## src/verilog/board_pkg.sv

```systemverilog
package board_pkg;

    // Widths with a meaning of their own
    typedef logic [7:0]  scan_t;
    typedef logic [7:0]  ascii_t;
    typedef logic [31:0] wb_addr_t;
    typedef logic [31:0] wb_data_t;

    // Wishbone classic request, write only
    typedef struct packed {
        logic     cyc;
        logic     stb;
        logic     we;
        wb_addr_t adr;
        wb_data_t dat;
    } wb_req_t;

    // Slave response, room left for read data later
    typedef struct packed {
        logic ack;
    } wb_rsp_t;

    // One decoded key press
    typedef struct packed {
        logic   valid;
        ascii_t ascii;
    } key_evt_t;

    // Address map
    localparam wb_addr_t uart_base = 32'h8000_0000;
    localparam wb_addr_t led_base  = 32'h8000_0010;

    // 50 MHz / 115200 baud
    localparam int unsigned uart_div_default = 434;

endpackage
```

## src/verilog/keyboard_console.sv

```systemverilog
`timescale 1ns/1ps

module keyboard_console
    import board_pkg::*;
#(
    parameter int unsigned uart_div = uart_div_default
) (
    input  logic       CLOCK_50,
    input  logic       arst_n,
    input  logic       ps2_clk,
    input  logic       ps2_dat,
    output logic       uart_txd,
    output ascii_t     ledg,
    output logic [7:0] ledr
);

    scan_t    scan;
    logic     scan_valid;
    key_evt_t evt;
    wb_req_t  m_req;
    wb_rsp_t  m_rsp;
    wb_req_t  uart_req;
    wb_rsp_t  uart_rsp;

    // Decode, frames to scan codes
    ps2_frame_rx ps2_frame_rx_inst (
        .CLOCK_50   (CLOCK_50),
        .arst_n     (arst_n),
        .ps2_clk    (ps2_clk),
        .ps2_dat    (ps2_dat),
        .scan       (scan),
        .scan_valid (scan_valid)
    );

    // Execute, scan codes to ASCII
    key_translate key_translate_inst (
        .CLOCK_50   (CLOCK_50),
        .arst_n     (arst_n),
        .scan       (scan),
        .scan_valid (scan_valid),
        .evt        (evt)
    );

    // Result, characters onto the bus
    bus_master bus_master_inst (
        .CLOCK_50 (CLOCK_50),
        .arst_n   (arst_n),
        .evt      (evt),
        .wb_req   (m_req),
        .wb_rsp   (m_rsp)
    );

    bus_fabric bus_fabric_inst (
        .CLOCK_50 (CLOCK_50),
        .arst_n   (arst_n),
        .wb_req   (m_req),
        .wb_rsp   (m_rsp),
        .uart_req (uart_req),
        .uart_rsp (uart_rsp),
        .ledg     (ledg),
        .ledr     (ledr)
    );

    uart_tx #(
        .uart_div (uart_div)
    ) uart_tx_inst (
        .CLOCK_50 (CLOCK_50),
        .arst_n   (arst_n),
        .wb_req   (uart_req),
        .wb_rsp   (uart_rsp),
        .txd      (uart_txd)
    );

endmodule

```

## src/verilog/uart_tx.sv

```systemverilog
`timescale 1ns/1ps

module uart_tx
    import board_pkg::*;
#(
    parameter int unsigned uart_div = uart_div_default
) (
    input  logic    CLOCK_50,
    input  logic    arst_n,
    input  wb_req_t wb_req,
    output wb_rsp_t wb_rsp,
    output logic    txd
);

    localparam int unsigned div_w = (uart_div > 1) ? $clog2(uart_div) : 1;

    typedef enum logic {
        st_idle,
        st_shifting
    } tx_state_t;

    tx_state_t  state;
    logic [9:0] shreg;
    logic [3:0] bit_cnt;
    logic [div_w-1:0] div_cnt;
    logic       ack_q;
    logic       wr_req;

    assign wr_req = wb_req.cyc & wb_req.stb & wb_req.we;

    always_ff @(posedge CLOCK_50 or negedge arst_n) begin
        if (!arst_n) begin
            state   <= st_idle;
            bit_cnt <= '0;
            div_cnt <= '0;
            ack_q   <= 1'b0;
        end else begin
            ack_q <= 1'b0;
            case (state)
                st_idle: begin
                    // Take the byte only when free, this is the back-pressure
                    if (wr_req) begin
                        ack_q   <= 1'b1;
                        bit_cnt <= '0;
                        div_cnt <= '0;
                        state   <= st_shifting;
                    end
                end
                default: begin
                    if (div_cnt == div_w'(uart_div - 1)) begin
                        div_cnt <= '0;
                        // Stop bit done after bit 9
                        if (bit_cnt == 4'd9) begin
                            state <= st_idle;
                        end else begin
                            bit_cnt <= bit_cnt + 4'd1;
                        end
                    end else begin
                        div_cnt <= div_cnt + 1'b1;
                    end
                end
            endcase
        end
    end

    // Frame is stop, data LSB first, start in bit 0
    always_ff @(posedge CLOCK_50) begin
        if (state == st_idle && wr_req) begin
            shreg <= {1'b1, wb_req.dat[7:0], 1'b0};
        end else if (state == st_shifting && div_cnt == div_w'(uart_div - 1)) begin
            shreg <= {1'b1, shreg[9:1]};
        end
    end

    assign txd        = (state == st_shifting) ? shreg[0] : 1'b1;
    assign wb_rsp.ack = ack_q;

endmodule

```

## src/verilog/bus_fabric.sv

```systemverilog
`timescale 1ns/1ps

module bus_fabric
    import board_pkg::*;
(
    input  logic       CLOCK_50,
    input  logic       arst_n,
    input  wb_req_t    wb_req,
    output wb_rsp_t    wb_rsp,
    output wb_req_t    uart_req,
    input  wb_rsp_t    uart_rsp,
    output ascii_t     ledg,
    output logic [7:0] ledr
);

    logic uart_sel;
    logic led_sel;
    logic req_live;
    logic local_ack;

    // Full address compare, no aliasing
    assign uart_sel = (wb_req.adr == uart_base);
    assign led_sel  = (wb_req.adr == led_base);
    assign req_live = wb_req.cyc & wb_req.stb;

    // UART only sees its own strobe
    always_comb begin
        uart_req     = wb_req;
        uart_req.stb = wb_req.stb & uart_sel;
    end

    // LED slave and the unmapped catch-all share one ack flop
    always_ff @(posedge CLOCK_50 or negedge arst_n) begin
        if (!arst_n) begin
            local_ack <= 1'b0;
            ledg      <= '0;
            ledr      <= '0;
        end else begin
            local_ack <= req_live & ~uart_sel & ~local_ack;
            if (req_live && wb_req.we && led_sel && !local_ack) begin
                ledg <= wb_req.dat[7:0];
                // Delivered count, wraps at 256
                ledr <= ledr + 8'd1;
            end
        end
    end

    assign wb_rsp.ack = uart_sel ? uart_rsp.ack : local_ack;

endmodule

```

## src/verilog/bus_master.sv

```systemverilog
`timescale 1ns/1ps

module bus_master
    import board_pkg::*;
(
    input  logic     CLOCK_50,
    input  logic     arst_n,
    input  key_evt_t evt,
    output wb_req_t  wb_req,
    input  wb_rsp_t  wb_rsp
);

    typedef enum logic [1:0] {
        st_idle,
        st_write_uart,
        st_write_led
    } bm_state_t;

    bm_state_t state;
    ascii_t    pending;

    always_ff @(posedge CLOCK_50 or negedge arst_n) begin
        if (!arst_n) begin
            state <= st_idle;
        end else begin
            case (state)
                st_idle:       if (evt.valid) state <= st_write_uart;
                // LED write follows right after the UART ack
                st_write_uart: if (wb_rsp.ack) state <= st_write_led;
                st_write_led:  if (wb_rsp.ack) state <= st_idle;
                default:       state <= st_idle;
            endcase
        end
    end

    // Character only loaded when free, later events are dropped
    always_ff @(posedge CLOCK_50) begin
        if (state == st_idle && evt.valid) begin
            pending <= evt.ascii;
        end
    end

    // Request held steady for the whole cycle
    always_comb begin
        wb_req.cyc = (state != st_idle);
        wb_req.stb = (state != st_idle);
        wb_req.we  = 1'b1;
        wb_req.adr = (state == st_write_led) ? led_base : uart_base;
        wb_req.dat = {24'h0, pending};
    end

endmodule

```

## src/verilog/key_translate.sv

```systemverilog
`timescale 1ns/1ps

module key_translate
    import board_pkg::*;
(
    input  logic     CLOCK_50,
    input  logic     arst_n,
    input  scan_t    scan,
    input  logic     scan_valid,
    output key_evt_t evt
);

    typedef enum logic [1:0] {
        st_idle,
        st_break_seen,
        st_ext_seen,
        st_ext_break_seen
    } kt_state_t;

    kt_state_t state;
    logic      shift;
    ascii_t    base_char;
    ascii_t    out_char;
    logic      is_shift_key;

    // Set 2 make code to lower case ASCII, zero when unmapped
    function automatic ascii_t lookup(input scan_t code);
        ascii_t c;
        case (code)
            8'h1C: c = "a";  8'h32: c = "b";  8'h21: c = "c";  8'h23: c = "d";
            8'h24: c = "e";  8'h2B: c = "f";  8'h34: c = "g";  8'h33: c = "h";
            8'h43: c = "i";  8'h3B: c = "j";  8'h42: c = "k";  8'h4B: c = "l";
            8'h3A: c = "m";  8'h31: c = "n";  8'h44: c = "o";  8'h4D: c = "p";
            8'h15: c = "q";  8'h2D: c = "r";  8'h1B: c = "s";  8'h2C: c = "t";
            8'h3C: c = "u";  8'h2A: c = "v";  8'h1D: c = "w";  8'h22: c = "x";
            8'h35: c = "y";  8'h1A: c = "z";
            8'h45: c = "0";  8'h16: c = "1";  8'h1E: c = "2";  8'h26: c = "3";
            8'h25: c = "4";  8'h2E: c = "5";  8'h36: c = "6";  8'h3D: c = "7";
            8'h3E: c = "8";  8'h46: c = "9";
            8'h29: c = " ";
            // Enter sends carriage return
            8'h5A: c = 8'h0D;
            default: c = 8'h00;
        endcase
        return c;
    endfunction

    assign base_char    = lookup(scan);
    assign is_shift_key = (scan == 8'h12) || (scan == 8'h59);

    // Only letters change case
    assign out_char = (shift && base_char >= "a" && base_char <= "z") ?
                      base_char - 8'h20 : base_char;

    always_ff @(posedge CLOCK_50 or negedge arst_n) begin
        if (!arst_n) begin
            state <= st_idle;
            shift <= 1'b0;
            evt   <= '0;
        end else begin
            evt.valid <= 1'b0;
            if (scan_valid) begin
                case (state)
                    st_idle: begin
                        if (scan == 8'hF0) begin
                            state <= st_break_seen;
                        end else if (scan == 8'hE0) begin
                            state <= st_ext_seen;
                        end else if (is_shift_key) begin
                            shift <= 1'b1;
                        end else if (base_char != 8'h00) begin
                            evt.valid <= 1'b1;
                            evt.ascii <= out_char;
                        end
                    end
                    st_break_seen: begin
                        // Release of a shift key, other releases ignored
                        if (is_shift_key) begin
                            shift <= 1'b0;
                        end
                        state <= st_idle;
                    end
                    st_ext_seen: begin
                        state <= (scan == 8'hF0) ? st_ext_break_seen : st_idle;
                    end
                    default: begin
                        state <= st_idle;
                    end
                endcase
            end
        end
    end

endmodule

```

## src/verilog/ps2_frame_rx.sv

```systemverilog
`timescale 1ns/1ps

module ps2_frame_rx
    import board_pkg::*;
(
    input  logic  CLOCK_50,
    input  logic  arst_n,
    input  logic  ps2_clk,
    input  logic  ps2_dat,
    output scan_t scan,
    output logic  scan_valid
);

    // Two-flop synchronizers, plus one more stage on clock for edge detect
    logic [1:0]  clk_sync;
    logic [1:0]  dat_sync;
    logic        clk_prev;
    logic        clk_fall;

    // Frame assembly
    logic [10:0] frame;
    logic [10:0] frame_next;
    logic [3:0]  bit_cnt;
    logic        frame_ok;

    always_ff @(posedge CLOCK_50 or negedge arst_n) begin
        if (!arst_n) begin
            // Idle bus is high on both lines
            clk_sync <= 2'b11;
            dat_sync <= 2'b11;
            clk_prev <= 1'b1;
        end else begin
            clk_sync <= {clk_sync[0], ps2_clk};
            dat_sync <= {dat_sync[0], ps2_dat};
            clk_prev <= clk_sync[1];
        end
    end

    // High for one cycle after the synchronized clock drops
    assign clk_fall = clk_prev & ~clk_sync[1];

    // New bit enters at the top, so start ends up in bit 0
    assign frame_next = {dat_sync[1], frame[10:1]};

    // Start low, odd parity over data and parity bit, stop high
    assign frame_ok = ~frame_next[0] & (^frame_next[9:1]) & frame_next[10];

    always_ff @(posedge CLOCK_50) begin
        if (clk_fall) begin
            frame <= frame_next;
        end
    end

    always_ff @(posedge CLOCK_50 or negedge arst_n) begin
        if (!arst_n) begin
            bit_cnt    <= '0;
            scan_valid <= 1'b0;
            scan       <= '0;
        end else begin
            scan_valid <= 1'b0;
            if (clk_fall) begin
                if (bit_cnt == 4'd10) begin
                    bit_cnt <= '0;
                    // Bad frames just vanish
                    if (frame_ok) begin
                        scan       <= frame_next[8:1];
                        scan_valid <= 1'b1;
                    end
                end else begin
                    bit_cnt <= bit_cnt + 4'd1;
                end
            end
        end
    end

endmodule

```

## config.mk

```make
export PLATFORM = sky130hd
export DESIGN_NAME = keyboard_console
export DESIGN_NICKNAME = d
export VERILOG_FILES = /design/src/verilog/board_pkg.sv /design/src/verilog/keyboard_console.sv /design/src/verilog/uart_tx.sv /design/src/verilog/bus_fabric.sv /design/src/verilog/bus_master.sv /design/src/verilog/key_translate.sv /design/src/verilog/ps2_frame_rx.sv
export SDC_FILE = /design/constraint.sdc
export NUM_CORES = 1
export LEC_CHECK = 0
export BUFFER_PORTS_ARGS = -buffer_cell sky130_fd_sc_hd__buf_2
export CORE_ASPECT_RATIO = 0.9
export CORE_MARGIN = 2
export CORE_UTILIZATION = 60
export DETAILED_ROUTE_END_ITERATION = 8
export PLACE_DENSITY = 0.75
export SETUP_SLACK_MARGIN = 0.15
export SYNTH_ARGS = -nofsm -noshare
export SYNTH_HDL_FRONTEND = slang
export SYNTH_HIERARCHICAL = 1
export SYNTH_SLANG_ARGS = --single-unit
export TNS_END_PERCENT = 100
```

## constraint.sdc

```tcl
create_clock -name CLOCK_50 -period 4.06 [get_ports CLOCK_50]
set_input_delay 0.609 -clock CLOCK_50 [delete_from_list [all_inputs] [get_ports CLOCK_50]]
set_output_delay 0.609 -clock CLOCK_50 [all_outputs]
set_load 0.005 [all_outputs]
```

Word-level counts from Yosys, hierarchy flattened
Memory sizes are Yosys's and may differ from the RTL's.
Cells that the tools add are included.
{"block": "totals", "ff_bits": 92, "latchBits": 0, "ramBits": 0, "mem_bits_ro": 896, "output_inout_bits": 17, "n_memories": 1}
{"block": "op_classes", "n_addsub": 5, "mul": 0, "div": 0, "n_lt_le_gt_ge": 2, "eq_ne": 23, "shift": 0, "mux": 42, "bitwise": 15, "reduce_logical": 23}
{"memory": "(name not given)", "depth": 128, "width": 7, "rd": 1, "rd_ports_with_merged_regs": 0, "write_ports": 0, "line_no": "key_translate.sv:29", "source": "case (code)"}
{"cell": "$mux W9", "count": 11}
{"cell": "$eq A32 B32 Y1 const B", "count": 2}
{"cell": "$mux W4", "count": 5}
{"cell": "$eq A8 B8 Y1 const B", "count": 2}
{"cell": "$mux W8", "count": 2}
{"cell": "$mux W1", "count": 14}
{"cell": "$mux W2", "count": 6}
{"cell": "$reduce_and A6 Y1", "count": 2}
{"cell": "$ne A2 B2 Y1 const B", "count": 5}
{"cell": "$add A9 B1 Y9 const B", "count": 1}
{"cell": "$eq A9 B9 Y1 const B", "count": 1}
{"cell": "$reduce_and A3 Y1", "count": 3}
{"cell": "$reduce_xor A9 Y1", "count": 1}
{"cell": "$add A4 B1 Y4 const B", "count": 2}
{"cell": "$add A8 B1 Y8 const B", "count": 1}
{"cell": "$eq A4 B4 Y1 const B", "count": 2}
{"cell": "$eq A8 B5 Y1 const B", "count": 1}
{"cell": "$eq A8 B7 Y1 const B", "count": 1}
{"cell": "$ge A8 B7 Y1 const B", "count": 1}
{"cell": "$le A8 B7 Y1 const B", "count": 1}
{"cell": "$ne A2 B1 Y1 const B", "count": 4}
{"cell": "$not A1 Y1", "count": 8}
{"cell": "$reduce_bool A2 Y1", "count": 4}
{"cell": "$reduce_bool A8 Y1", "count": 1}
{"cell": "14 further kinds", "count": 29}

Depth between registers and ports, before layout
Gate-level depths: netlist (run 1).
An unclocked memory read counts as a cell.
{"block": "depth", "depth_word": 12, "ltp_mapped": 13}

By module
Netlist (run 1), hierarchy kept.
{"mod": "key_translate", "instances": 1, "cells_each": 194, "area_per_inst_um2": 1574.0, "seq_area_each_um2": 300.3}
{"mod": "bus_fabric", "instances": 1, "cells_each": 132, "area_per_inst_um2": 1321.3, "seq_area_each_um2": 425.4}
{"mod": "uart_tx", "instances": 1, "cells_each": 104, "area_per_inst_um2": 1169.9, "seq_area_each_um2": 635.6}
{"mod": "ps2_frame_rx", "instances": 1, "cells_each": 68, "area_per_inst_um2": 1131.1, "seq_area_each_um2": 757.0}
{"mod": "bus_master", "instances": 1, "cells_each": 78, "area_per_inst_um2": 783.3, "seq_area_each_um2": 290.3}

Least setup slack after synthesis (run 1)
No wires, ideal clock.
{"block": "synth_path", "path_kind": "register to register", "startpoint": "register ps2_frame_rx_inst.scan[1]", "endpoint": "register, netlist name key_translate_inst/evt[2]", "arrival_time_ns": 2.582, "slack_ns": 1.352, "stages_incl_launch_ff": 12, "path_buffers": 2, "synth_period_minus_slack_ns": 2.708, "cell_sequence": "dfrtp_1 > buf_2 > inv_1 > ha_1 > a21oi_4 > a2111oi_4 > o21ai_2 > o31ai_2 > nor4b_4 > a21boi_1 > buf_6 > mux2_4"}
{"block": "synth_between", "elab_chain_len": 6, "word_cells_on_any_way": 18}
{"item": "start, declared", "line_no": "ps2_frame_rx.sv:10", "source": "output scan_t scan,"}
{"item": "start signal, assigned", "line_no": "ps2_frame_rx.sv:66", "source": "scan <= frame_next[8:1];"}
{"item": "$mem_v2 Z128 W7"}
{"item": "$mux W8", "line_no": "key_translate.sv:29"}
{"item": "$ge A8 B7 Y1", "line_no": "key_translate.sv:52", "source": "assign out_char = (shift && base_char >= \"a\" && base_char <= \"z\") ?"}
{"item": "$logic_and A1 B1 Y1 (2 in a row)", "line_no": "key_translate.sv:52"}
{"item": "$mux W8", "line_no": "key_translate.sv:52"}
Parallel ways exist; a longest one is shown, timed or not.
A chain may end at the register's enable or synchronous reset.

Worst setup path in the final report (run 1)
{"block": "layout_path", "startpoint": "register ps2_frame_rx_inst.scan[1]", "endpoint": "register, netlist name key_translate_inst/evt[2]"}
{"block": "layout_between", "elab_chain_len": 6, "word_cells_on_any_way": 18}
{"item": "$mem_v2 Z128 W7"}
{"item": "$mux W8", "line_no": "key_translate.sv:29"}
{"item": "$ge A8 B7 Y1", "line_no": "key_translate.sv:52"}
{"item": "$logic_and A1 B1 Y1 (2 in a row)", "line_no": "key_translate.sv:52"}
{"item": "$mux W8", "line_no": "key_translate.sv:52"}
Parallel ways exist; a longest one is shown, timed or not.

==> results of run 1 <==
## path summary, 6_finish.rpt
| check | from | endpoint | slack, ps | cells after the start |
|---|---|---|---|---|
| hold / removal | arst_n | bus_fabric_inst/ledg[4]$_DFFE_PN0P_ | 230 | 1 |
| setup reg to reg | ps2_frame_rx_inst/scan[1]$_DFFE_PN0P_ | key_translate_inst/evt[2]$_DFFE_PN0P_ | 640 | 9 |
| min in group CLOCK_50 | ps2_clk | ps2_frame_rx_inst/clk_sync[0]$_DFF_PN1_ | 350 | 1 |
| setup / recovery | ps2_frame_rx_inst/scan[1]$_DFFE_PN0P_ | key_translate_inst/evt[2]$_DFFE_PN0P_ | 640 | 9 |
| max in group asynchronous | arst_n | ps2_frame_rx_inst/clk_prev$_DFF_PN1_ | 2890 | 2 |
| hold reg to reg | ps2_frame_rx_inst/clk_sync[0]$_DFF_PN1_ | ps2_frame_rx_inst/clk_sync[1]$_DFF_PN1_ | 360 | 0 |
## power by group
part | leakage (nW) | total [W] | internal (W) | switching (W)
clock | 0.0852 | 0.000549 | 0.000230 | 0.000319
combinational | 1.25 | 0.000324 | 0.000136 | 0.000188
sequential | 1.08 | 0.00106 | 0.000977 | 0.0000874
## through the flow
stage          util (%)  instance area (µm²)  std cells  hold WS [ps]
6_report          63.69                 5508        626         233.2
5_1_grt           63.69                 5508        626         269.7
4_1_cts           63.69                 5508        626         247.9
3_5_place_dp      61.65                 5331        610         349.1
3_3_place_gp      61.65                 5331        610         345.8
2_1_floorplan         -                 5492        526         313.4
## state kept, by name, indices dropped and copies added (netlist names), 2 cells and up
signal / count
ps2_frame_rx_inst/frame: 10
key_translate_inst/evt: 9
uart_tx_inst/div_cnt: 9
uart_tx_inst/shreg: 9
bus_fabric_inst/ledg: 8
bus_fabric_inst/ledr: 8
bus_master_inst/pending: 8
ps2_frame_rx_inst/scan: 8
ps2_frame_rx_inst/bit_cnt: 4
uart_tx_inst/bit_cnt: 4
bus_master_inst/state: 2
key_translate_inst/state: 2
ps2_frame_rx_inst/clk_sync: 2
ps2_frame_rx_inst/dat_sync: 2
## area by class of cell
cell class                 instances  area [µm²]  share of cell area, %
inverter                          26       97.59                  1.772
clock buffer                      10       127.6                  2.317
tap                              119       148.9                  2.703
clock inverter                     6       48.80                 0.8860
timing repair buffer              24       130.1                  2.363
multi-input combinational        350        2546                  46.23
sequential                        91        2409                  43.73
## metal layers
metal / vias to the layer above / global-route usage (%) / wire, µm
li1: 1750 / - / -
met1: 1788 / 29.95 / 4564
met2: 109 / 35.14 / 4676
met3: 13 / 4.369 / 523
met4: 0 / 4.842 / 89
met5: - / 0 / 0
==> out/qor.tcl, run 1 <==
set qor(pin_count) 21
set qor(peakVddDrop_uv) 232.3
set qor(start_util_pct) 62.20
set qor(place_hpwl_mm) 7.182
set qor(drc_errors) 0
set qor(grt_setup_unrepaired) {false}
set qor(cts_buffer_count) 9
set qor(fin_ws_ps) 644.3
set qor(final_nets) 519
set qor(finalSetupTns_ps) 0
set qor(port_buffers) 20
set qor(yosys_warnings) 6
set qor(cts_htree_levels) 3
set qor(grt_first_pass_wirelength_mm) 16.73
set qor(setup_violations) 0
set qor(final_count_of_pins_violating_max_slew) 0
set qor(grt_start_max_net_pins) 41
set qor(place_worst_setup_slack_ps) 644.9
set qor(cts-hold-fix-buffers) 0
set qor(cts_sinks) 91
set qor(final_layout_size_suffix_gt1_share_pct) 19.13
set qor(route.vias.total) 3660
set qor(start_kind) {flop}
set qor(min-delay-path-class) {in -> async}
set qor(synthCells) 496
set qor(timing.final.crit_period_ps) 3416
set qor(placeableCoreArea_um2) 8648
set qor(worst_slew_pin_slew_ps) 825.0
set qor(route.detailed.vias_per_inst) 5.847
set qor(die_height_um) 93.83
set qor(path_cells) {inv_1 -> ha_1 -> a21oi_4 -> a2111oi_4 -> o21ai_2 -> o31ai_2 -> nor4b_4 -> a21boi_1 -> mux2_4}
set qor(cp_max_fo) 15
set qor(fmax_mhz) 292.8
set qor(total_power_w) 0.001937
set qor(floorplan.die.width_um) 103.8
set qor(most-common-layout-cells) {59 x dfrtp_1, 32 x conb_1, 30 x nand2_1}
set qor(clock_path_buffers) 2
set qor(capturing_element_type_of_the_critical_path) {flop}
set qor(drt-total-wl_mm) 9.853
set qor(area_delta_synth_final_pct) 2.396
set qor(ctsRootBufferMaster) {clkbuf_8}
set qor(grt_antenna_before_repair) 0
set qor(grt_util_all_layers_pct) 21.51
set qor(synthesized_area_divided_by_synthesized_cell_count_um2) 10.84
set qor(gp_congestion) 0.9063
set qor(power.leakage_nw) 2.412
set qor(post_cts_resized) 0
set qor(setup.worst_path.class) {reg -> reg}
set qor(run_status) {finished, final reports clean}
set qor(antenna_left) 0
set qor(nFillCells) 719
set qor(antenna-diode-count) 0
set qor(drt-pass1-iter-count) 6
set qor(tritoncts) {yes}
set qor(timing.critical_path.arrival_ps) 3650
set qor(first_iter_violations) 218
set qor(timing.clock.skew_ps) 17.70
set qor(report.final.hold_viol_count) 0
set qor(grt_pass1_vias) 3421
set qor(max_cap_viol_count) 0
set qor(most_common_library_cell_in_the_layout_ignoring_fill_and_taps) {dfrtp_1}
set qor(cts_post_setup_buffers_inserted) 0
set qor(clk_transition_reported_paths_ps) 100
set qor(crit_family) {compound AO/OA/AOI/OAI gates}
set qor(layout_worst_path_cycle_share_pct) 84.13
set qor(clk_latency_ps) 350
set qor(average_routed_wire_per_standard_cell_um) 15.74
set qor(cp_num_buf_inv) 1
set qor(floorplan.rows) 32
set qor(crit_required_ps) 4300
set qor(grt.overflow.total) 0
set qor(critPathMaxStageDelay_ps) 680
set qor(max-slew-margin-rel_pct) 44.88
set qor(synth.cell_area_um2) 5379
set qor(crit_path_max_delay_cell_type) {a21boi_1}
set qor(dieArea_um2) 9740
set qor(powerDensity_nw_per_um2) 351.7
(Power assumes the default switching activity.)
==> run 2, diff against run 1 <==
--- a/config.mk
+++ b/config.mk
@@ -5,12 +5,13 @@
 export SDC_FILE = /design/constraint.sdc
 export NUM_CORES = 1
 export LEC_CHECK = 0
+export ABC_AREA = 1
 export BUFFER_PORTS_ARGS = -buffer_cell sky130_fd_sc_hd__buf_2
 export CORE_ASPECT_RATIO = 0.9
 export CORE_MARGIN = 2
 export CORE_UTILIZATION = 60
 export DETAILED_ROUTE_END_ITERATION = 8
-export PLACE_DENSITY = 0.75
+export PLACE_DENSITY = 0.74
 export SETUP_SLACK_MARGIN = 0.15
 export SYNTH_ARGS = -nofsm -noshare
 export SYNTH_HDL_FRONTEND = slang
==> constraint.sdc (replaced) <==
create_clock -name CLOCK_50 -period 3.15 [get_ports CLOCK_50]
set_input_delay 0.4725 -clock CLOCK_50 [delete_from_list [all_inputs] [get_ports CLOCK_50]]
set_output_delay 0.4725 -clock CLOCK_50 [all_outputs]
set_load 0.005 [all_outputs]
==> run 2 against run 1 <==
Against the previous run:
- maximum frequency rose by 38%
- cell count rose by 39%
- count of clock-buffer cells in the layout shrank 1
- combinational power grew 39%
- final area increased by 6.3%
- critical path type unchanged
- largest cell class unchanged
- highest routed layer unchanged
==> out/qor.tcl, run 2 <==
set qor(run_status) {finished, final reports clean}
set qor(path_cells) {inv_1 -> ha_1 -> nand2_1 -> nand2_1 -> nand2_1 -> nand2_1 -> nand2_1 -> nor2_1 -> nand3_1 -> nand2_1 -> nor2_1 -> nand3_2 -> nand2_4 -> inv_1 -> nand2_1 -> nand2_1}
set qor(crit_path_frequent_cell) {nand2_1}
set qor(grt.met2_usage_pct) 38.32
set qor(die_height_um) 96.40
set qor(fmax_mhz) 404.3
set qor(grt.met3_usage_pct) 3.353
set qor(most-common-layout-cells) {213 x nand2_1, 79 x inv_1, 75 x nor2_1}
set qor(post_cts_resized) 0
set qor(grt_pass1_vias) 4074
set qor(floorplan.rows) 33
set qor(placeableCoreArea_um2) 9166
set qor(critical_r2r_capture) {key_translate_inst/evt[0]$_DFFE_PN0P_}
set qor(grt_first_pass_wirelength_mm) 18.41
set qor(drt-total-wl_mm) 10.56
set qor(port_buffers) 20
set qor(floorplan.die.width_um) 106.7
set qor(crit_required_ps) 3400
set qor(worst_r2r_src) {ps2_frame_rx_inst/scan[1]$_DFFE_PN0P_}
set qor(min-delay-path-class) {in -> async}
set qor(peakVddDrop_uv) 299.9
set qor(max-slew-margin-rel_pct) 59.84
set qor(start_util_pct) 62.09
set qor(largest_register_ffs) 10
set qor(synthCells) 735
set qor(critPathMaxStageDelay_ps) 510
set qor(dieArea_um2) 10280
set qor(cts_htree_levels) 3
set qor(layout_worst_path_cycle_share_pct) 78.52
set qor(clk_transition_reported_paths_ps) 100
set qor(final_count_of_pins_violating_max_slew) 0
set qor(synth.cell_area_um2) 5692
set qor(clock_path_buffers) 2
set qor(capturing_element_type_of_the_critical_path) {flop}
set qor(area_delta_synth_final_pct) 2.902
set qor(ctsRootBufferMaster) {clkbuf_8}
set qor(synthesized_area_divided_by_synthesized_cell_count_um2) 7.744
set qor(worst_slew_pin_slew_ps) 602.4
set qor(cts-hold-fix-buffers) 0
set qor(report.final.hold_viol_count) 0
set qor(yosys_warnings) 6
set qor(cts_post_setup_buffers_inserted) 0
set qor(top_usage_layer) {met2}
set qor(setup_violations) 0
set qor(cp_max_fo) 13
set qor(hold-worst-slack_ps) 25.36
set qor(drt-pass1-iter-count) 5
set qor(grt_start_max_net_pins) 50
set qor(clk_latency_ps) 350
set qor(pin_count) 21
set qor(drc_errors) 0
set qor(antenna-diode-count) 0
set qor(final_layout_size_suffix_gt1_share_pct) 13.60
set qor(power.leakage_nw) 3.038
set qor(crit_path_max_delay_cell_type) {dfrtp_1}
set qor(reg2reg_slack_ps) 680
set qor(number_of_cell_instances_on_the_worst_register_to_register_path) 16
set qor(max_cap_viol_count) 0
set qor(cts_buffer_count) 9
set qor(route.detailed.vias_per_inst) 5.095
set qor(setup.worst_path.class) {reg -> reg}
set qor(grt_antenna_before_repair) 0
set qor(timing.critical_path.arrival_ps) 2720
set qor(final_nets) 762
set qor(timing.clock.skew_ps) 10.55
set qor(grt.overflow.total) 0
set qor(cts_sinks) 91
set qor(tritoncts) {yes}
set qor(antenna_left) 0
set qor(start_kind) {flop}
set qor(powerDensity_nw_per_um2) 444.0
set qor(most_common_library_cell_in_the_layout_ignoring_fill_and_taps) {nand2_1}
set qor(register_ranked_first_by_flip_flop_count) {ps2_frame_rx_inst/frame}
set qor(grt_use_met1_pct) 29.51
set qor(finalSetupTns_ps) 0
set qor(grt_util_all_layers_pct) 22.20
set qor(grt_setup_unrepaired) {false}
set qor(route.vias.total) 4443
set qor(place_hpwl_mm) 7.944
set qor(first_iter_violations) 212
set qor(gp_congestion) 0.9585
set qor(timing.final.crit_period_ps) 2473
set qor(average_routed_wire_per_standard_cell_um) 12.11
[run 2: area by class of cell]
type / count / area [µm²]
flip-flops and latches: 91 / 2409
repair buffers: 23 / 122.6
clock buffers: 9 / 123.9
well taps: 122 / 152.6
multi-input cells: 534 / 2644
clock inverters: 7 / 82.58
inverters: 86 / 322.8
fillers: 807 / 3309
[run 2: metrics by stage]
step / total power [W] / cells / worst slack, ps / area [µm²] / util [%]
finish: 0.002600 / 872 / 676.7 / 5857 / 63.90
floorplan: 0.001739 / 765 / 1118 / 5804 / -
global route: 0.002751 / 872 / 444.4 / 5857 / 63.90
detailed placement: 0.001808 / 856 / 690.8 / 5650 / 61.64
CTS: 0.002621 / 872 / 682.6 / 5857 / 63.90
global placement: 0.001802 / 856 / 805.1 / 5650 / 61.64
[run 2: worst max-delay path, delay by kind of cell (launching register included)]
| family | cells | cell delay [ps] |
|---|---|---|
| flip-flops | 1 | 510 |
| AND/OR/NAND/NOR | 13 | 1260 |
| buffers and inverters | 2 | 270 |
| adder cells (fa/ha/maj) | 1 | 320 |
[run 2: per-layer routing]
layer | vias to the layer above | routed length [µm]
met2 | 116 | 5126
met3 | 13 | 453
li1 | 2291 | -
met4 | 0 | 105
met5 | - | 0
met1 | 2023 | 4873
[run 2: where the power goes]
part / switching (W) / leakage [nW] / internal [W] / total [W]
Sequential: 0.0000798 / 1.03 / 0.00126 / 0.00134
Combinational: 0.000304 / 1.91 / 0.000146 / 0.000450
Clock: 0.000428 / 0.0984 / 0.000379 / 0.000808
Total: 0.000812 / 3.04 / 0.00179 / 0.00260
[run 2: how the worst max path moves through the flow]
stage	from	endpoint	slack, ps
finish	ps2_frame_rx_inst/scan[1]$_DFFE_PN0P_	key_translate_inst/evt[0]$_DFFE_PN0P_	680
detailed placement	ps2_frame_rx_inst/scan[1]$_DFFE_PN0P_	key_translate_inst/evt[0]$_DFFE_PN0P_	690
floorplan	ps2_frame_rx_inst/scan[1]$_DFFE_PN0P_	key_translate_inst/evt[4]$_DFFE_PN0P_	1120
global placement	ps2_frame_rx_inst/scan[1]$_DFFE_PN0P_	key_translate_inst/evt[0]$_DFFE_PN0P_	810
CTS	ps2_frame_rx_inst/scan[1]$_DFFE_PN0P_	key_translate_inst/evt[0]$_DFFE_PN0P_	680
global route	ps2_frame_rx_inst/scan[1]$_DFFE_PN0P_	key_translate_inst/evt[1]$_DFFE_PN0P_	440
==> run 3, diff against run 2 <==
--- a/config.mk
+++ b/config.mk
@@ -9,7 +9,7 @@
 export BUFFER_PORTS_ARGS = -buffer_cell sky130_fd_sc_hd__buf_2
 export CORE_ASPECT_RATIO = 0.9
 export CORE_MARGIN = 2
-export CORE_UTILIZATION = 60
+export CORE_UTILIZATION = 57
 export DETAILED_ROUTE_END_ITERATION = 8
 export PLACE_DENSITY = 0.74
 export SETUP_SLACK_MARGIN = 0.15
==> constraint.sdc (replaced) <==
create_clock -name CLOCK_50 -period 2.1 [get_ports CLOCK_50]
set_input_delay 0.315 -clock CLOCK_50 [delete_from_list [all_inputs] [get_ports CLOCK_50]]
set_output_delay 0.315 -clock CLOCK_50 [all_outputs]
set_load 0.005 [all_outputs]
==> run 3 against run 2 <==
Against the previous run:
- the flow now finishes with violations (setup timing)
- power is 68% higher
- maximum frequency grew 17%
- count of clock-buffer cells in the layout unchanged
- core utilization is 4.7 points higher
- sequential power rose by 49%
- critical path type unchanged
- largest cell class unchanged
- highest routed layer unchanged
==> out/qor.tcl, run 3 (same netlist as run 2, synthesis figures left out) <==
set qor(run_status) {finished with violations}
set qor(violations) {setup timing}
set qor(final_count_of_pins_violating_max_slew) 0
set qor(power.leakage_nw) 3.366
set qor(max_cap_viol_count) 0
set qor(critPathMaxStageDelay_ps) 450
set qor(grt_util_all_layers_pct) 23.31
set qor(number_of_cell_instances_on_the_worst_register_to_register_path) 16
set qor(critical_r2r_capture) {key_translate_inst/evt[5]$_DFFE_PN0P_}
set qor(start_kind) {flop}
set qor(final_layout_size_suffix_gt1_share_pct) 26.28
set qor(average_routed_wire_per_standard_cell_um) 13.57
set qor(area_delta_synth_final_pct) 16.82
set qor(first_iter_violations) 322
set qor(drt-total-wl_mm) 12.55
set qor(setup_violations) 4
set qor(nFillCells) 805
set qor(timing.clock.skew_ps) 13.41
set qor(place_hpwl_mm) 8.593
set qor(path_cells) {inv_4 -> ha_4 -> nand2_4 -> nand2_4 -> nand2_2 -> nand2_2 -> nand2_4 -> nor2_4 -> nor2_4 -> nand3_2 -> nor2_4 -> nand3_4 -> nand2_4 -> nor2_1 -> nand2_1 -> nand2_1}
set qor(grt.overflow.total) 0
set qor(timing.final.crit_period_ps) 2108
set qor(clk_transition_reported_paths_ps) 90
set qor(cts_buffer_count) 9
set qor(cp_max_fo) 5
set qor(ctsRootBufferMaster) {clkbuf_8}
set qor(grt_pass1_vias) 4582
set qor(reg2reg_slack_ps) -8
set qor(clock_path_buffers) 2
set qor(report.final.hold_viol_count) 0
set qor(start_util_pct) 58.68
set qor(grt_first_pass_wirelength_mm) 20.15
set qor(gp_congestion) 0.9309
set qor(crit_path_max_delay_cell_type) {dfrtp_2}
set qor(finalSetupTns_ps) -17.23
set qor(tritoncts) {yes}
set qor(final_nets) 811
set qor(placeableCoreArea_um2) 9699
set qor(crit_family) {simple AND/OR/NAND/NOR gates}
set qor(die_height_um) 98.80
set qor(most_common_library_cell_in_the_layout_ignoring_fill_and_taps) {nand2_1}
set qor(capturing_element_type_of_the_critical_path) {flop}
set qor(fmax_mhz) 474.4
set qor(grt_start_max_net_pins) 48
set qor(floorplan.rows) 34
set qor(floorplan.die.width_um) 109.3
set qor(peakVddDrop_uv) 606.1
set qor(grt_antenna_before_repair) 0
set qor(timing.critical_path.arrival_ps) 2360
set qor(port_buffers) 20
set qor(cts_htree_levels) 3
set qor(cts_sinks) 91
set qor(route.vias.total) 4816
set qor(grt_setup_unrepaired) {true}
set qor(pin_count) 21
set qor(layout_worst_path_cycle_share_pct) 100.4
set qor(most-common-layout-cells) {193 x nand2_1, 71 x inv_1, 63 x nor2_1}
set qor(register_ranked_first_by_flip_flop_count) {ps2_frame_rx_inst/frame}
set qor(largest_register_ffs) 10
set qor(crit_required_ps) 2350
set qor(dieArea_um2) 10800
set qor(setup.worst_path.class) {reg -> reg}
set qor(min-delay-path-class) {in -> reg}
set qor(crit_path_frequent_cell) {nand2_4}
set qor(min_delay_worst_endpoint) {ps2_frame_rx_inst/dat_sync[0]$_DFF_PN1_}
set qor(route.detailed.vias_per_inst) 5.206
set qor(place_worst_setup_slack_ps) -66.38
set qor(fin_ws_ps) -7.975
set qor(hp-start) {ps2_dat}
set qor(antenna-diode-count) 0
set qor(drt-pass1-iter-count) 7
set qor(powerDensity_nw_per_um2) 658.0
set qor(worst_r2r_src) {ps2_frame_rx_inst/scan[1]$_DFFE_PN0P_}
set qor(antenna_left) 0
set qor(drc_errors) 0
set qor(cp_num_buf_inv) 1
set qor(clk_latency_ps) 360
set qor(worst_hold_path.num_cells) 1
[run 3: power by group]
part           internal [W]  switching, W  total [W]
logic              0.000413      0.000639    0.00105
registers           0.00190     0.0000993    0.00200
clock network      0.000683      0.000644    0.00133
total               0.00299       0.00138    0.00437
[run 3: worst max path at each step]
stage,startpoint,end,slack [ps],cells after the start
after detailed placement,ps2_frame_rx_inst/scan[1]$_DFFE_PN0P_,key_translate_inst/evt[2]$_DFFE_PN0P_,-70,16
after CTS,ps2_frame_rx_inst/scan[1]$_DFFE_PN0P_,key_translate_inst/evt[2]$_DFFE_PN0P_,50,14
after floorplan,ps2_frame_rx_inst/scan[0]$_DFFE_PN0P_,key_translate_inst/evt[4]$_DFFE_PN0P_,170,15
after global routing,ps2_frame_rx_inst/scan[1]$_DFFE_PN0P_,key_translate_inst/evt[6]$_DFFE_PN0P_,-140,14
after global placement,ps2_frame_rx_inst/scan[1]$_DFFE_PN0P_,key_translate_inst/evt[1]$_DFFE_PN0P_,-40,16
final,ps2_frame_rx_inst/scan[1]$_DFFE_PN0P_,key_translate_inst/evt[5]$_DFFE_PN0P_,-8,16
[run 3: layout make-up]
type | instances | area [µm²] | area share, %
repair buffers | 71 | 578.1 | 8.694
inverters | 86 | 332.8 | 5.006
clock inverters | 7 | 98.84 | 1.487
flip-flops and latches | 91 | 2414 | 36.30
multi-input cells | 535 | 2944 | 44.28
clock buffers | 9 | 123.9 | 1.863
well taps | 126 | 157.7 | 2.371
[run 3: routing by layer]
layer	part of all wire (%)	up-vias	global-route usage [%]
li1	-	2392	-
met1	43	2246	29.97
met2	50	141	38.60
met3	4.7	37	5.291
met4	2.6	0	8.082
met5	0	-	0
[run 3: worst reg2reg max path: stages (launching register included)]
cell and delay [ps]:
dfrtp_2 450, inv_4 90, ha_4 210, nand2_4 90
nand2_4 70, nand2_2 80, nand2_2 70, nand2_4 100
nor2_4 50, nor2_4 140, nand3_2 110, nor2_4 130
nand3_4 130, nand2_4 120, nor2_1 60, nand2_1 80
nand2_1 50
[run 3: repair_timing]
action | CTS | global route
gates cloned | 1 | 1
pin swaps | 6 | 37
hold endpoints to repair | 17 | 0
setup endpoints to repair | 20 | 42
gates resized for setup | 13 | 85
hold buffers | 1 | 0
buffers inserted | 5 | 12
[run 3: metrics by stage]
stage / instance area (µm²) / std cells / hold WS, ps / util (%) / total power [W]
after detailed placement: 5914 / 889 / 278.9 / 60.98 / 0.002814
final: 6649 / 925 / 51.85 / 68.55 / 0.004375
after global placement: 5914 / 889 / 281.8 / 60.98 / 0.002810
after CTS: 6237 / 912 / 30.76 / 64.31 / 0.004203
after floorplan: 5808 / 765 / 19.41 / - / 0.002613
after global routing: 6649 / 925 / 25.46 / 68.55 / 0.004611
